--- src/design/acq_ctrl_pkg.sv ---
`default_nettype none

package acq_ctrl_pkg;

    // acquisition sequencer states
    typedef enum logic [3:0] {
        IDLE,
        WATCH_FOR_TRIG,
        FILL_HDR,
        WFM_ADDR,
        WFM_HDR,
        RUN_READ,
        RUN_PUSH,
        CHECKSUM,
        DDR3_WAIT,
        DONE
    } acq_state_t;

    // which word the record builder forms on a push
    typedef enum logic [1:0] {
        SEL_FILL_HDR,
        SEL_WFM_HDR,
        SEL_DATA,
        SEL_CKSUM
    } rec_sel_t;

endpackage

`default_nettype wire

--- src/design/acq_record_pkg.sv ---
`default_nettype none

package acq_record_pkg;

    // record stream word and buffer sample word
    localparam int REC_W = 128;
    localparam int WORD_W = 32;
    // one data burst carries four consecutive buffer words
    localparam int WORDS_PER_BURST = 4;

    // tag in the top byte of every header word
    // data words carry no tag, TAG_DATA only names that view
    typedef enum logic [7:0] {
        TAG_DATA  = 8'h00,
        TAG_FILL  = 8'hF1,
        TAG_WFM   = 8'hA5,
        TAG_CKSUM = 8'hC5
    } rec_tag_t;

    // header layout, msb first
    typedef struct packed {
        rec_tag_t    tag;
        logic [23:0] fill_number;
        logic [31:0] field_a;
        logic [31:0] field_b;
        logic [31:0] field_c;
    } rec_hdr_t;

    // one record word seen as header or as a burst of samples
    // burst word 0 sits in the low 32 bits
    typedef union packed {
        rec_hdr_t                                 hdr;
        logic [WORDS_PER_BURST-1:0][WORD_W-1:0] burst;
    } rec_word_u;

    // running checksum, plain 32-bit sum of all data words of a fill
    function automatic logic [WORD_W-1:0] cksum_next(
        input logic [WORD_W-1:0]                      acc,
        input logic [WORDS_PER_BURST-1:0][WORD_W-1:0] words
    );
        logic [WORD_W-1:0] sum;
        sum = acc;
        for (int i = 0; i < WORDS_PER_BURST; i++) begin
            sum = sum + words[i];
        end
        return sum;
    endfunction

endpackage

`default_nettype wire

--- src/design/acq_ctrl_if.sv ---
`default_nettype none

// control strobes between sequencer, buffer reader and record builder
interface acq_ctrl_if;

    // reader side
    logic rd_start;
    logic rd_word;
    logic burst_valid;

    // builder side, valid/ready push
    logic                   rec_push;
    logic                   rec_ready;
    acq_ctrl_pkg::rec_sel_t rec_sel;
    logic                   cks_clear;

    modport control (
        output rd_start, rd_word, rec_push, rec_sel, cks_clear,
        input  burst_valid, rec_ready
    );

    modport reader (
        input  rd_start, rd_word,
        output burst_valid
    );

    modport builder (
        input  rec_push, rec_sel, cks_clear,
        output rec_ready
    );

endinterface

`default_nettype wire

--- src/design/acq_control.sv ---
`default_nettype none

module acq_control #(
    parameter int BUF_ADDR_W  = 12,
    parameter int BURST_CNT_W = 8
) (
    input  wire logic                   clk,
    input  wire logic                   adc_acq_full_reset,
    input  wire logic                   armed,
    input  wire logic                   trig_pulse,
    input  wire logic                   trig_level,
    input  wire logic                   wr_done_sync,
    input  wire logic [BURST_CNT_W-1:0] burst_count,
    input  wire logic                   trig_addr_valid,
    output logic                        trig_addr_ready,
    output logic                        acq_done,
    output logic                        acq_busy,
    acq_ctrl_if.control                 ctrl
);

    localparam int WIDX_W = $clog2(acq_record_pkg::WORDS_PER_BURST);

    acq_ctrl_pkg::acq_state_t state;
    acq_ctrl_pkg::acq_state_t next_state;
    logic [BURST_CNT_W-1:0]   bursts_left;
    logic [WIDX_W-1:0]        word_cnt;
    logic                     push_done;
    logic                     last_word;

    // a push counts only when the builder takes it
    assign push_done = ctrl.rec_push & ctrl.rec_ready;
    assign last_word = (word_cnt == WIDX_W'(acq_record_pkg::WORDS_PER_BURST - 1));

    always_comb begin
        next_state = state;
        case (state)
            acq_ctrl_pkg::IDLE: begin
                if (armed) next_state = acq_ctrl_pkg::WATCH_FOR_TRIG;
            end
            acq_ctrl_pkg::WATCH_FOR_TRIG: begin
                if (trig_pulse) next_state = acq_ctrl_pkg::FILL_HDR;
                else if (!armed) next_state = acq_ctrl_pkg::IDLE;
            end
            acq_ctrl_pkg::FILL_HDR: begin
                if (push_done) next_state = acq_ctrl_pkg::WFM_ADDR;
            end
            // pop the FWFT fifo as soon as an address shows up
            acq_ctrl_pkg::WFM_ADDR: begin
                if (trig_addr_valid) next_state = acq_ctrl_pkg::WFM_HDR;
            end
            acq_ctrl_pkg::WFM_HDR: begin
                if (push_done) begin
                    // zero bursts goes straight to the checksum
                    if (bursts_left == '0) next_state = acq_ctrl_pkg::CHECKSUM;
                    else next_state = acq_ctrl_pkg::RUN_READ;
                end
            end
            acq_ctrl_pkg::RUN_READ: begin
                if (last_word) next_state = acq_ctrl_pkg::RUN_PUSH;
            end
            acq_ctrl_pkg::RUN_PUSH: begin
                if (push_done) begin
                    if (bursts_left == '0) next_state = acq_ctrl_pkg::CHECKSUM;
                    else next_state = acq_ctrl_pkg::RUN_READ;
                end
            end
            acq_ctrl_pkg::CHECKSUM: begin
                if (push_done) next_state = acq_ctrl_pkg::DDR3_WAIT;
            end
            acq_ctrl_pkg::DDR3_WAIT: begin
                if (wr_done_sync) next_state = acq_ctrl_pkg::DONE;
            end
            // hold until the trigger drops so a long trigger cannot refire
            acq_ctrl_pkg::DONE: begin
                if (!(armed && trig_level)) next_state = acq_ctrl_pkg::IDLE;
            end
            default: next_state = acq_ctrl_pkg::IDLE;
        endcase
    end

    always_ff @(posedge clk) begin
        if (adc_acq_full_reset) begin
            state       <= acq_ctrl_pkg::IDLE;
            bursts_left <= '0;
            word_cnt    <= '0;
        end else begin
            state <= next_state;
            // burst count is sampled at the trigger
            if (state == acq_ctrl_pkg::WATCH_FOR_TRIG && trig_pulse) begin
                bursts_left <= burst_count;
            end else if (state == acq_ctrl_pkg::RUN_READ && last_word) begin
                bursts_left <= bursts_left - 1'b1;
            end
            // wraps back to 0 on the fourth read
            if (state == acq_ctrl_pkg::RUN_READ) word_cnt <= word_cnt + 1'b1;
        end
    end

    assign trig_addr_ready = (state == acq_ctrl_pkg::WFM_ADDR) & trig_addr_valid;
    assign ctrl.rd_start   = trig_addr_ready;
    assign ctrl.rd_word    = (state == acq_ctrl_pkg::RUN_READ);
    assign ctrl.cks_clear  = (state == acq_ctrl_pkg::FILL_HDR);
    // data push waits for the reader to finish packing
    assign ctrl.rec_push   = (state == acq_ctrl_pkg::FILL_HDR)
                           | (state == acq_ctrl_pkg::WFM_HDR)
                           | (state == acq_ctrl_pkg::CHECKSUM)
                           | ((state == acq_ctrl_pkg::RUN_PUSH) & ctrl.burst_valid);

    always_comb begin
        case (state)
            acq_ctrl_pkg::WFM_HDR:  ctrl.rec_sel = acq_ctrl_pkg::SEL_WFM_HDR;
            acq_ctrl_pkg::RUN_PUSH: ctrl.rec_sel = acq_ctrl_pkg::SEL_DATA;
            acq_ctrl_pkg::CHECKSUM: ctrl.rec_sel = acq_ctrl_pkg::SEL_CKSUM;
            default:                ctrl.rec_sel = acq_ctrl_pkg::SEL_FILL_HDR;
        endcase
    end

    assign acq_done = (state == acq_ctrl_pkg::DONE);
    // busy from the trigger until the fill is reported done
    assign acq_busy = (state != acq_ctrl_pkg::IDLE) & (state != acq_ctrl_pkg::WATCH_FOR_TRIG);

    // the reader flags the burst complete two cycles after its fourth read
    assert property (@(posedge clk) disable iff (adc_acq_full_reset)
        $past(ctrl.rd_word && last_word, 2) |-> ctrl.burst_valid);

    // a fill never reads more words than the circular buffer holds
    assert property (@(posedge clk) disable iff (adc_acq_full_reset)
        state == acq_ctrl_pkg::FILL_HDR |->
            int'(bursts_left) * acq_record_pkg::WORDS_PER_BURST <= (1 << BUF_ADDR_W));

endmodule

`default_nettype wire

--- src/design/acq_input_sync.sv ---
`default_nettype none

module acq_input_sync #(
    parameter int SYNC_STAGES = 4
) (
    input  wire logic       clk,
    input  wire logic       adc_acq_full_reset,
    input  wire logic       acq_enable0,
    input  wire logic       acq_enable1,
    input  wire logic       acq_trig,
    input  wire logic       ddr3_wr_done,
    output logic            armed,
    output logic [1:0]      fill_type,
    output logic            trig_pulse,
    output logic            trig_level,
    output logic            wr_done_sync
);

    // shift chains, bit 0 is the first flop after the pin
    logic [SYNC_STAGES-1:0] en0_sr;
    logic [SYNC_STAGES-1:0] en1_sr;
    // one extra trigger flop gives the previous level for edge detect
    logic [SYNC_STAGES:0]   trig_sr;
    logic [1:0]             done_sr;

    always_ff @(posedge clk) begin
        if (adc_acq_full_reset) begin
            en0_sr     <= '0;
            en1_sr     <= '0;
            trig_sr    <= '0;
            done_sr    <= '0;
            trig_pulse <= 1'b0;
        end else begin
            en0_sr     <= {en0_sr[SYNC_STAGES-2:0], acq_enable0};
            en1_sr     <= {en1_sr[SYNC_STAGES-2:0], acq_enable1};
            trig_sr    <= {trig_sr[SYNC_STAGES-1:0], acq_trig};
            done_sr    <= {done_sr[0], ddr3_wr_done};
            // rising edge seen at the last stage, passed only while armed
            trig_pulse <= trig_sr[SYNC_STAGES-1] & ~trig_sr[SYNC_STAGES] & armed;
        end
    end

    // either enable set means we accept triggers
    assign armed        = en0_sr[SYNC_STAGES-1] | en1_sr[SYNC_STAGES-1];
    // enable pair doubles as the fill type
    assign fill_type    = {en1_sr[SYNC_STAGES-1], en0_sr[SYNC_STAGES-1]};
    assign trig_level   = trig_sr[SYNC_STAGES-1];
    assign wr_done_sync = done_sr[1];

endmodule

`default_nettype wire

--- src/design/acq_top.sv ---
`default_nettype none

module acq_top #(
    parameter int BUF_ADDR_W  = 12,
    parameter int BURST_CNT_W = 8,
    parameter int SYNC_STAGES = 4
) (
    input  wire logic                                clk,
    input  wire logic                                adc_acq_full_reset,
    input  wire logic                                acq_enable0,
    input  wire logic                                acq_enable1,
    input  wire logic                                acq_trig,
    input  wire logic                                ddr3_wr_done,
    input  wire logic [BURST_CNT_W-1:0]              burst_count,
    input  wire logic [BUF_ADDR_W-1:0]               trig_addr,
    input  wire logic                                trig_addr_valid,
    input  wire logic [acq_record_pkg::WORD_W-1:0]   buf_rd_data,
    input  wire logic                                rec_ready_in,
    output logic                                     trig_addr_ready,
    output logic                                     buf_rd_en,
    output logic [BUF_ADDR_W-1:0]                    buf_rd_addr,
    output logic [acq_record_pkg::REC_W-1:0]         rec_data,
    output logic                                     rec_valid,
    output logic                                     acq_done,
    output logic                                     acq_busy
);

    logic                              armed;
    logic [1:0]                        fill_type;
    logic                              trig_pulse;
    logic                              trig_level;
    logic                              wr_done_sync;
    logic [BUF_ADDR_W-1:0]             wfm_addr;
    logic [acq_record_pkg::WORD_W-1:0] wfm_addr_ext;
    logic [acq_record_pkg::WORDS_PER_BURST-1:0][acq_record_pkg::WORD_W-1:0] burst_data;
    // fill counter, observed from the testbench
    logic [23:0]                       fill_number;

    acq_ctrl_if ctrl_if ();

    // header field is a full word, address is zero extended
    assign wfm_addr_ext = {{(acq_record_pkg::WORD_W - BUF_ADDR_W){1'b0}}, wfm_addr};

    acq_input_sync #(
        .SYNC_STAGES (SYNC_STAGES)
    ) u_sync (
        .clk                (clk),
        .adc_acq_full_reset (adc_acq_full_reset),
        .acq_enable0        (acq_enable0),
        .acq_enable1        (acq_enable1),
        .acq_trig           (acq_trig),
        .ddr3_wr_done       (ddr3_wr_done),
        .armed              (armed),
        .fill_type          (fill_type),
        .trig_pulse         (trig_pulse),
        .trig_level         (trig_level),
        .wr_done_sync       (wr_done_sync)
    );

    acq_control #(
        .BUF_ADDR_W  (BUF_ADDR_W),
        .BURST_CNT_W (BURST_CNT_W)
    ) u_control (
        .clk                (clk),
        .adc_acq_full_reset (adc_acq_full_reset),
        .armed              (armed),
        .trig_pulse         (trig_pulse),
        .trig_level         (trig_level),
        .wr_done_sync       (wr_done_sync),
        .burst_count        (burst_count),
        .trig_addr_valid    (trig_addr_valid),
        .trig_addr_ready    (trig_addr_ready),
        .acq_done           (acq_done),
        .acq_busy           (acq_busy),
        .ctrl               (ctrl_if)
    );

    circ_buf_reader #(
        .BUF_ADDR_W (BUF_ADDR_W)
    ) u_reader (
        .clk                (clk),
        .adc_acq_full_reset (adc_acq_full_reset),
        .trig_addr          (trig_addr),
        .buf_rd_data        (buf_rd_data),
        .buf_rd_en          (buf_rd_en),
        .buf_rd_addr        (buf_rd_addr),
        .wfm_addr           (wfm_addr),
        .burst_data         (burst_data),
        .ctrl               (ctrl_if)
    );

    record_builder #(
        .BURST_CNT_W (BURST_CNT_W)
    ) u_builder (
        .clk                (clk),
        .adc_acq_full_reset (adc_acq_full_reset),
        .fill_type          (fill_type),
        .burst_count        (burst_count),
        .wfm_addr           (wfm_addr_ext),
        .burst_data         (burst_data),
        .rec_ready_in       (rec_ready_in),
        .rec_data           (rec_data),
        .rec_valid          (rec_valid),
        .fill_number        (fill_number),
        .ctrl               (ctrl_if)
    );

endmodule

`default_nettype wire

--- src/design/circ_buf_reader.sv ---
`default_nettype none

module circ_buf_reader #(
    parameter int BUF_ADDR_W = 12
) (
    input  wire logic                                    clk,
    input  wire logic                                    adc_acq_full_reset,
    input  wire logic [BUF_ADDR_W-1:0]                   trig_addr,
    input  wire logic [acq_record_pkg::WORD_W-1:0]       buf_rd_data,
    output logic                                         buf_rd_en,
    output logic [BUF_ADDR_W-1:0]                        buf_rd_addr,
    output logic [BUF_ADDR_W-1:0]                        wfm_addr,
    output logic [acq_record_pkg::WORDS_PER_BURST-1:0]
                 [acq_record_pkg::WORD_W-1:0]            burst_data,
    acq_ctrl_if.reader                                   ctrl
);

    localparam int WIDX_W = $clog2(acq_record_pkg::WORDS_PER_BURST);

    logic [BUF_ADDR_W-1:0] rd_addr;
    // read data returns one cycle after the request
    logic                  lat_q;
    logic [WIDX_W-1:0]     lat_idx;

    // address counter wraps at the buffer size on its own
    always_ff @(posedge clk) begin
        if (ctrl.rd_start) begin
            rd_addr  <= trig_addr;
            wfm_addr <= trig_addr;
        end else if (ctrl.rd_word) begin
            rd_addr <= rd_addr + 1'b1;
        end
        if (lat_q) burst_data[lat_idx] <= buf_rd_data;
    end

    always_ff @(posedge clk) begin
        if (adc_acq_full_reset) begin
            lat_q            <= 1'b0;
            lat_idx          <= '0;
            ctrl.burst_valid <= 1'b0;
        end else begin
            lat_q <= ctrl.rd_word;
            if (ctrl.rd_start) lat_idx <= '0;
            else if (lat_q) lat_idx <= lat_idx + 1'b1;
            // full once the last word of the burst lands
            if (ctrl.rd_start || ctrl.rd_word) begin
                ctrl.burst_valid <= 1'b0;
            end else if (lat_q && lat_idx == WIDX_W'(acq_record_pkg::WORDS_PER_BURST - 1)) begin
                ctrl.burst_valid <= 1'b1;
            end
        end
    end

    assign buf_rd_en   = ctrl.rd_word;
    assign buf_rd_addr = rd_addr;

    // a burst gets exactly four reads before it is handed on
    assert property (@(posedge clk) disable iff (adc_acq_full_reset)
        ctrl.rd_word |->
            !(lat_q && lat_idx == WIDX_W'(acq_record_pkg::WORDS_PER_BURST - 1)));

endmodule

`default_nettype wire

--- src/design/record_builder.sv ---
`default_nettype none

module record_builder #(
    parameter int BURST_CNT_W = 8
) (
    input  wire logic                                    clk,
    input  wire logic                                    adc_acq_full_reset,
    input  wire logic [1:0]                              fill_type,
    input  wire logic [BURST_CNT_W-1:0]                  burst_count,
    input  wire logic [acq_record_pkg::WORD_W-1:0]       wfm_addr,
    input  wire logic [acq_record_pkg::WORDS_PER_BURST-1:0]
                      [acq_record_pkg::WORD_W-1:0]       burst_data,
    input  wire logic                                    rec_ready_in,
    output logic [acq_record_pkg::REC_W-1:0]             rec_data,
    output logic                                         rec_valid,
    output logic [23:0]                                  fill_number,
    acq_ctrl_if.builder                                  ctrl
);

    acq_record_pkg::rec_word_u         next_word;
    logic [acq_record_pkg::WORD_W-1:0] cksum;
    logic [BURST_CNT_W-1:0]            data_bursts;
    logic                              push_ok;

    // free when empty or when the held word leaves this cycle
    assign ctrl.rec_ready = ~rec_valid | rec_ready_in;
    assign push_ok        = ctrl.rec_push & ctrl.rec_ready;

    // form the word the sequencer asked for
    always_comb begin
        next_word = '0;
        next_word.hdr.fill_number = fill_number;
        case (ctrl.rec_sel)
            acq_ctrl_pkg::SEL_FILL_HDR: begin
                next_word.hdr.tag     = acq_record_pkg::TAG_FILL;
                next_word.hdr.field_a = 32'(burst_count);
                next_word.hdr.field_b = 32'(fill_type);
            end
            acq_ctrl_pkg::SEL_WFM_HDR: begin
                next_word.hdr.tag     = acq_record_pkg::TAG_WFM;
                next_word.hdr.field_a = wfm_addr;
                next_word.hdr.field_b = 32'(burst_count);
            end
            // samples overwrite the whole word and carry no tag
            acq_ctrl_pkg::SEL_DATA: begin
                next_word.burst = burst_data;
            end
            default: begin
                next_word.hdr.tag     = acq_record_pkg::TAG_CKSUM;
                next_word.hdr.field_a = cksum;
                next_word.hdr.field_b = 32'(data_bursts);
            end
        endcase
    end

    always_ff @(posedge clk) begin
        if (push_ok) rec_data <= next_word;
        // checksum and burst tally restart with every fill header
        if (ctrl.cks_clear) begin
            cksum       <= '0;
            data_bursts <= '0;
        end else if (push_ok && ctrl.rec_sel == acq_ctrl_pkg::SEL_DATA) begin
            cksum       <= acq_record_pkg::cksum_next(cksum, burst_data);
            data_bursts <= data_bursts + 1'b1;
        end
    end

    always_ff @(posedge clk) begin
        if (adc_acq_full_reset) begin
            rec_valid   <= 1'b0;
            fill_number <= '0;
        end else begin
            if (push_ok) rec_valid <= 1'b1;
            else if (rec_ready_in) rec_valid <= 1'b0;
            // next fill gets the next number once its checksum is taken
            if (push_ok && ctrl.rec_sel == acq_ctrl_pkg::SEL_CKSUM) begin
                fill_number <= fill_number + 1'b1;
            end
        end
    end

    // a push that has to wait keeps its select
    assert property (@(posedge clk) disable iff (adc_acq_full_reset)
        ctrl.rec_push && !ctrl.rec_ready |=> ctrl.rec_push && $stable(ctrl.rec_sel));

endmodule

`default_nettype wire

--- config.mk ---
export PLATFORM = sky130hd
export DESIGN_NAME = acq_top
export DESIGN_NICKNAME = d
export VERILOG_FILES = /design/src/design/acq_ctrl_pkg.sv /design/src/design/acq_record_pkg.sv /design/src/design/acq_ctrl_if.sv /design/src/design/acq_control.sv /design/src/design/acq_input_sync.sv /design/src/design/acq_top.sv /design/src/design/circ_buf_reader.sv /design/src/design/record_builder.sv
export SDC_FILE = /design/constraint.sdc
export NUM_CORES = 1
export LEC_CHECK = 0
export BUFFER_PORTS_ARGS = -buffer_cell sky130_fd_sc_hd__buf_2
export CORE_MARGIN = 4
export CORE_UTILIZATION = 59
export CTS_CLUSTER_DIAMETER = 120
export DETAILED_ROUTE_END_ITERATION = 10
export GPL_TIMING_DRIVEN = 0
export PLACE_DENSITY_LB_ADDON = 0.08
export SYNTH_ARGS = -nofsm -noshare
export SYNTH_HDL_FRONTEND = slang
export SYNTH_HIERARCHICAL = 1
export SYNTH_SLANG_ARGS = --single-unit
--- constraint.sdc ---
create_clock -name clk -period 8.25 [get_ports clk]
set_clock_uncertainty 0.1 [all_clocks]
set_input_delay 0 -clock clk [delete_from_list [all_inputs] [get_ports clk]]
set_output_delay 0 -clock clk [all_outputs]
set_load 0.005 [all_outputs]
==> results by group <==
Setup path
  – Worst Setup SP: u_reader/burst_data[47]
  – Crit start category: register
  – R2R depth: 16
  – Crit path required time: 8620 ps
  – Crit path capture type: register
  – RR Startpoint: u_reader/burst_data[47]
  – CP arrival: 5180 ps
  – WS Path Type: register to register
  – Peak fanout along the critical path: 7

Synthesis
  – Synth area leader: edfxtp_1
  – XOR/XNOR Fraction of Synth Area: 2.88%
  – Post-Syn Instances: 1591
  – Synth Flop Type: edfxtp_1
  – Synth Area in Adders: 12.6%
  – Main combinational cell family by area after synthesis: adder cells
  – #FFs+latches synth: between 300 and 400
  – Top post-synthesis cells by area: edfxtp_1 (45%), dfxtp_1 (11%), fa_1 (9.8%)
  – Unique cell type count in the Yosys netlist: 71
  – Syn avg cell area: 11.8 sq um
  – Post-synthesis async set-or-reset flop share: 0%
  – Share of Yosys cell area claimed by the top area cell type: 44.6%
  – Post-synthesis sequential area ratio: 55.1%
  – Post-synthesis mux area share: 3.42%
  – Synth Area in Simple Gates: between 10% and 20%
  – Synth Cell Area: 0.0189 sq mm
  – Post-synth EDFFs: 280
  – Compound-Gate Fraction of Synth Area: under 10%
  – Warnings, synthesis: 6

Floorplanning
  – Num rows: 65
  – Die area: between 0.03 and 0.04 sq mm
  – Die X-Extent: 187 microns
  – I/O Pins: 205
  – Die Y: 187 microns
  – Starting Density: 59.7%
  – Core ar.: 0.0316 sq mm

Routing
  – DRC: 0
  – WL per Instance: 18.7 microns
  – Uppermost layer routed: met4
  – Via/cell ratio: 5.41
  – Drt pass-1 iters: 5
  – Wire length on met2: 21700 microns
  – Via count: approximately 13000
  – Final WL: 44000 microns
  – Antenna-violating nets left: 0
  – Wl on met1: 18000 microns
  – DR iter-0 viols: 907
  – Met3 routed WL: 2890 microns

Clock network
  – Num CTS Buffers: 40
  – Clock Path Buffers: 3
  – Post-CTS Setup Inserts: 0
  – CTS tree: built
  – Post-cts resize count: 0
  – Clock sink count: ~380
  – H-tree Lvls: 2
  – Clock Tree Root: clkbuf_16
  – Worst-path clk slew: about 60 ps
  – Worst-Skew Late Latency: ~540 ps

Final layout
  – Area growth syn-to-layout: 19.6%
  – Final Non-Filler Cells: 2358
  – Multi-input logic area: around 0.0072 sq mm
  – # diodes: 0
  – Fin area: 0.0225 sq mm
  – Layout cells sized above 1: 17.3%
  – Fillers: roughly 2300
  – Final #Nets: 2120
  – Most frequent cells in the layout: inv_1 (280), edfxtp_1 (280), buf_2 (212), nand2_1 (107), dfxtp_1 (99)
  – FF/Latch Area: 0.0104 sq mm

Power and ir drop
  – Max VDD drop: ~0.19 mV
  – Leak: around 9.4 nW
  – PD cells: 211 mW/mm^2

Worst hold path
  – Hold path depth: 2
  – Min-delay worst type: primary input to register
  – Hold path start: trig_addr[3]

Flow run
  – MaxCap Viol Count: 0

STA
  – Slew Limit Fails: 0
  – Max Freq: 208 MHz
  – Fin. Hold Viols: 0
  – RSZ-0062 raised after global routing: false
  – Crit path time final: 4810 ps
  – Fin crit share: 58.3%
  – TNS Setup: 0 ps
  – Slew at the pin closest to its max-slew limit: approximately 900 ps
  – Final setup fails: 0
  – Max-slew headroom: 37.8%

Global routing
  – Initial antenna violation count: 0
  – First-pass GRT wire length: 69900 microns
  – Gr usage total: 25.0%
  – Vias in the first global route: 13300
  – Total gr overflow: 0
  – Pin count of the biggest net entering global routing: 70

Placement
  – Gpl congestion: 0.928
  – HPWL Detailed: 32000 microns
  – Placed Instances: 2222
  – # port buffers: 204
  – Placed cell area: 0.0206 sq mm

Outcome
  – Outcome: complete, no violations
[final cells by class]
cell class                      instances  area share [%]
Sequential cell                       379            46.1
Multi-Input combinational cell        890            32.1
Timing Repair Buffer                  274            8.00
Inverter                              281            4.68
Clock buffer                           47            4.65
Tap cell                              402            2.23
Buffer                                 60            1.13
Clock inverter                         25            1.12
[power breakdown]
| group | switching (W) | internal [W] |
|---|---|---|
| clock | 0.000727 | 0.00107 |
| sequential | 0.0000520 | 0.00228 |
| combinational | 0.000392 | 0.000232 |
[path summary, 6_finish.rpt]
path | endpoint | slack, ps
min | u_reader/wfm_addr[3] | 90
min reg2reg | u_sync/done_sr[1] | 330
max reg2reg | u_builder/cksum[31] | 3440
max | u_builder/cksum[31] | 3440
[stage by stage]
step | utilization (%) | worst slack [ps] | hold WS [ps] | total power [W]
floorplan | - | 2240 | -29.7 | 0.00270
global route | 71.4 | 3190 | 85.7 | 0.00494
finish | 71.4 | 3440 | 91.6 | 0.00475
CTS | 71.4 | 3490 | 74.5 | 0.00478
detailed placement | 65.3 | 3520 | 95.1 | 0.00297
global placement | 64.8 | -225 | 94.6 | 0.00297
[logic make-up after synthesis]
family,Yosys count
compound gates,226
xor+xnor,62
fa+ha+maj,134
buf+inv,341
flops,379
mux,48
other cells,1
simple gates,400
[repair_timing]
item | CTS | global route
setup endpoints to repair | 0 | 0
endpoints found under the hold margin | 199 | 0
hold buffers | 64 | 0
[flip-flops by register name (all words and copies together), names as in the netlist, 5 cells and up]
name and cells:
u_sync/trig_sr 5, u_reader/buf_rd_addr 12, u_builder/data_bursts 8, u_builder/cksum 32
u_reader/burst_data 128, u_reader/wfm_addr 12, u_builder/fill_number 24, u_builder/rec_data 128
u_control/bursts_left 8
[Yosys cell counts, types with 8 or more instances]
cell type / number
fa_1: 92
a22o_1: 30
nor3_1: 22
nor2b_1: 22
o21ai_0: 59
dfxtp_1: 99
inv_1: 280
nand2b_1: 10
a21o_1: 15
xor2_1: 36
mux2_2: 31
nand3_1: 21
and3_1: 11
ha_1: 42
a21oi_1: 61
or4_1: 8
and2_1: 71
clkbuf_1: 39
nor2_1: 68
xnor2_1: 26
o211ai_1: 8
buf_1: 8
a211oi_1: 13
nand4_1: 13
mux4_2: 10
edfxtp_1: 280
or3_1: 13
nand2_1: 107
[per-layer routing]
metal	track usage [%]	vias to the layer above
met2	43.1	446
met4	8.13	0
met1	32.6	6198
li1	-	6030
met3	4.49	84
met5	0	-
[critical path, stage by stage (launching register included)]
cell and delay, ps:
edfxtp_1 380, inv_1 70, fa_1 510, inv_1 60
fa_1 520, inv_1 60, fa_1 510, inv_1 40
ha_1 400, nand4_1 210, nor3_1 460, nand2_1 90
o41a_1 500, a21oi_1 280, nor4b_1 130, o21ai_0 230
o311a_1 210
No activity file was read; power rests on OpenSTA's default activity.
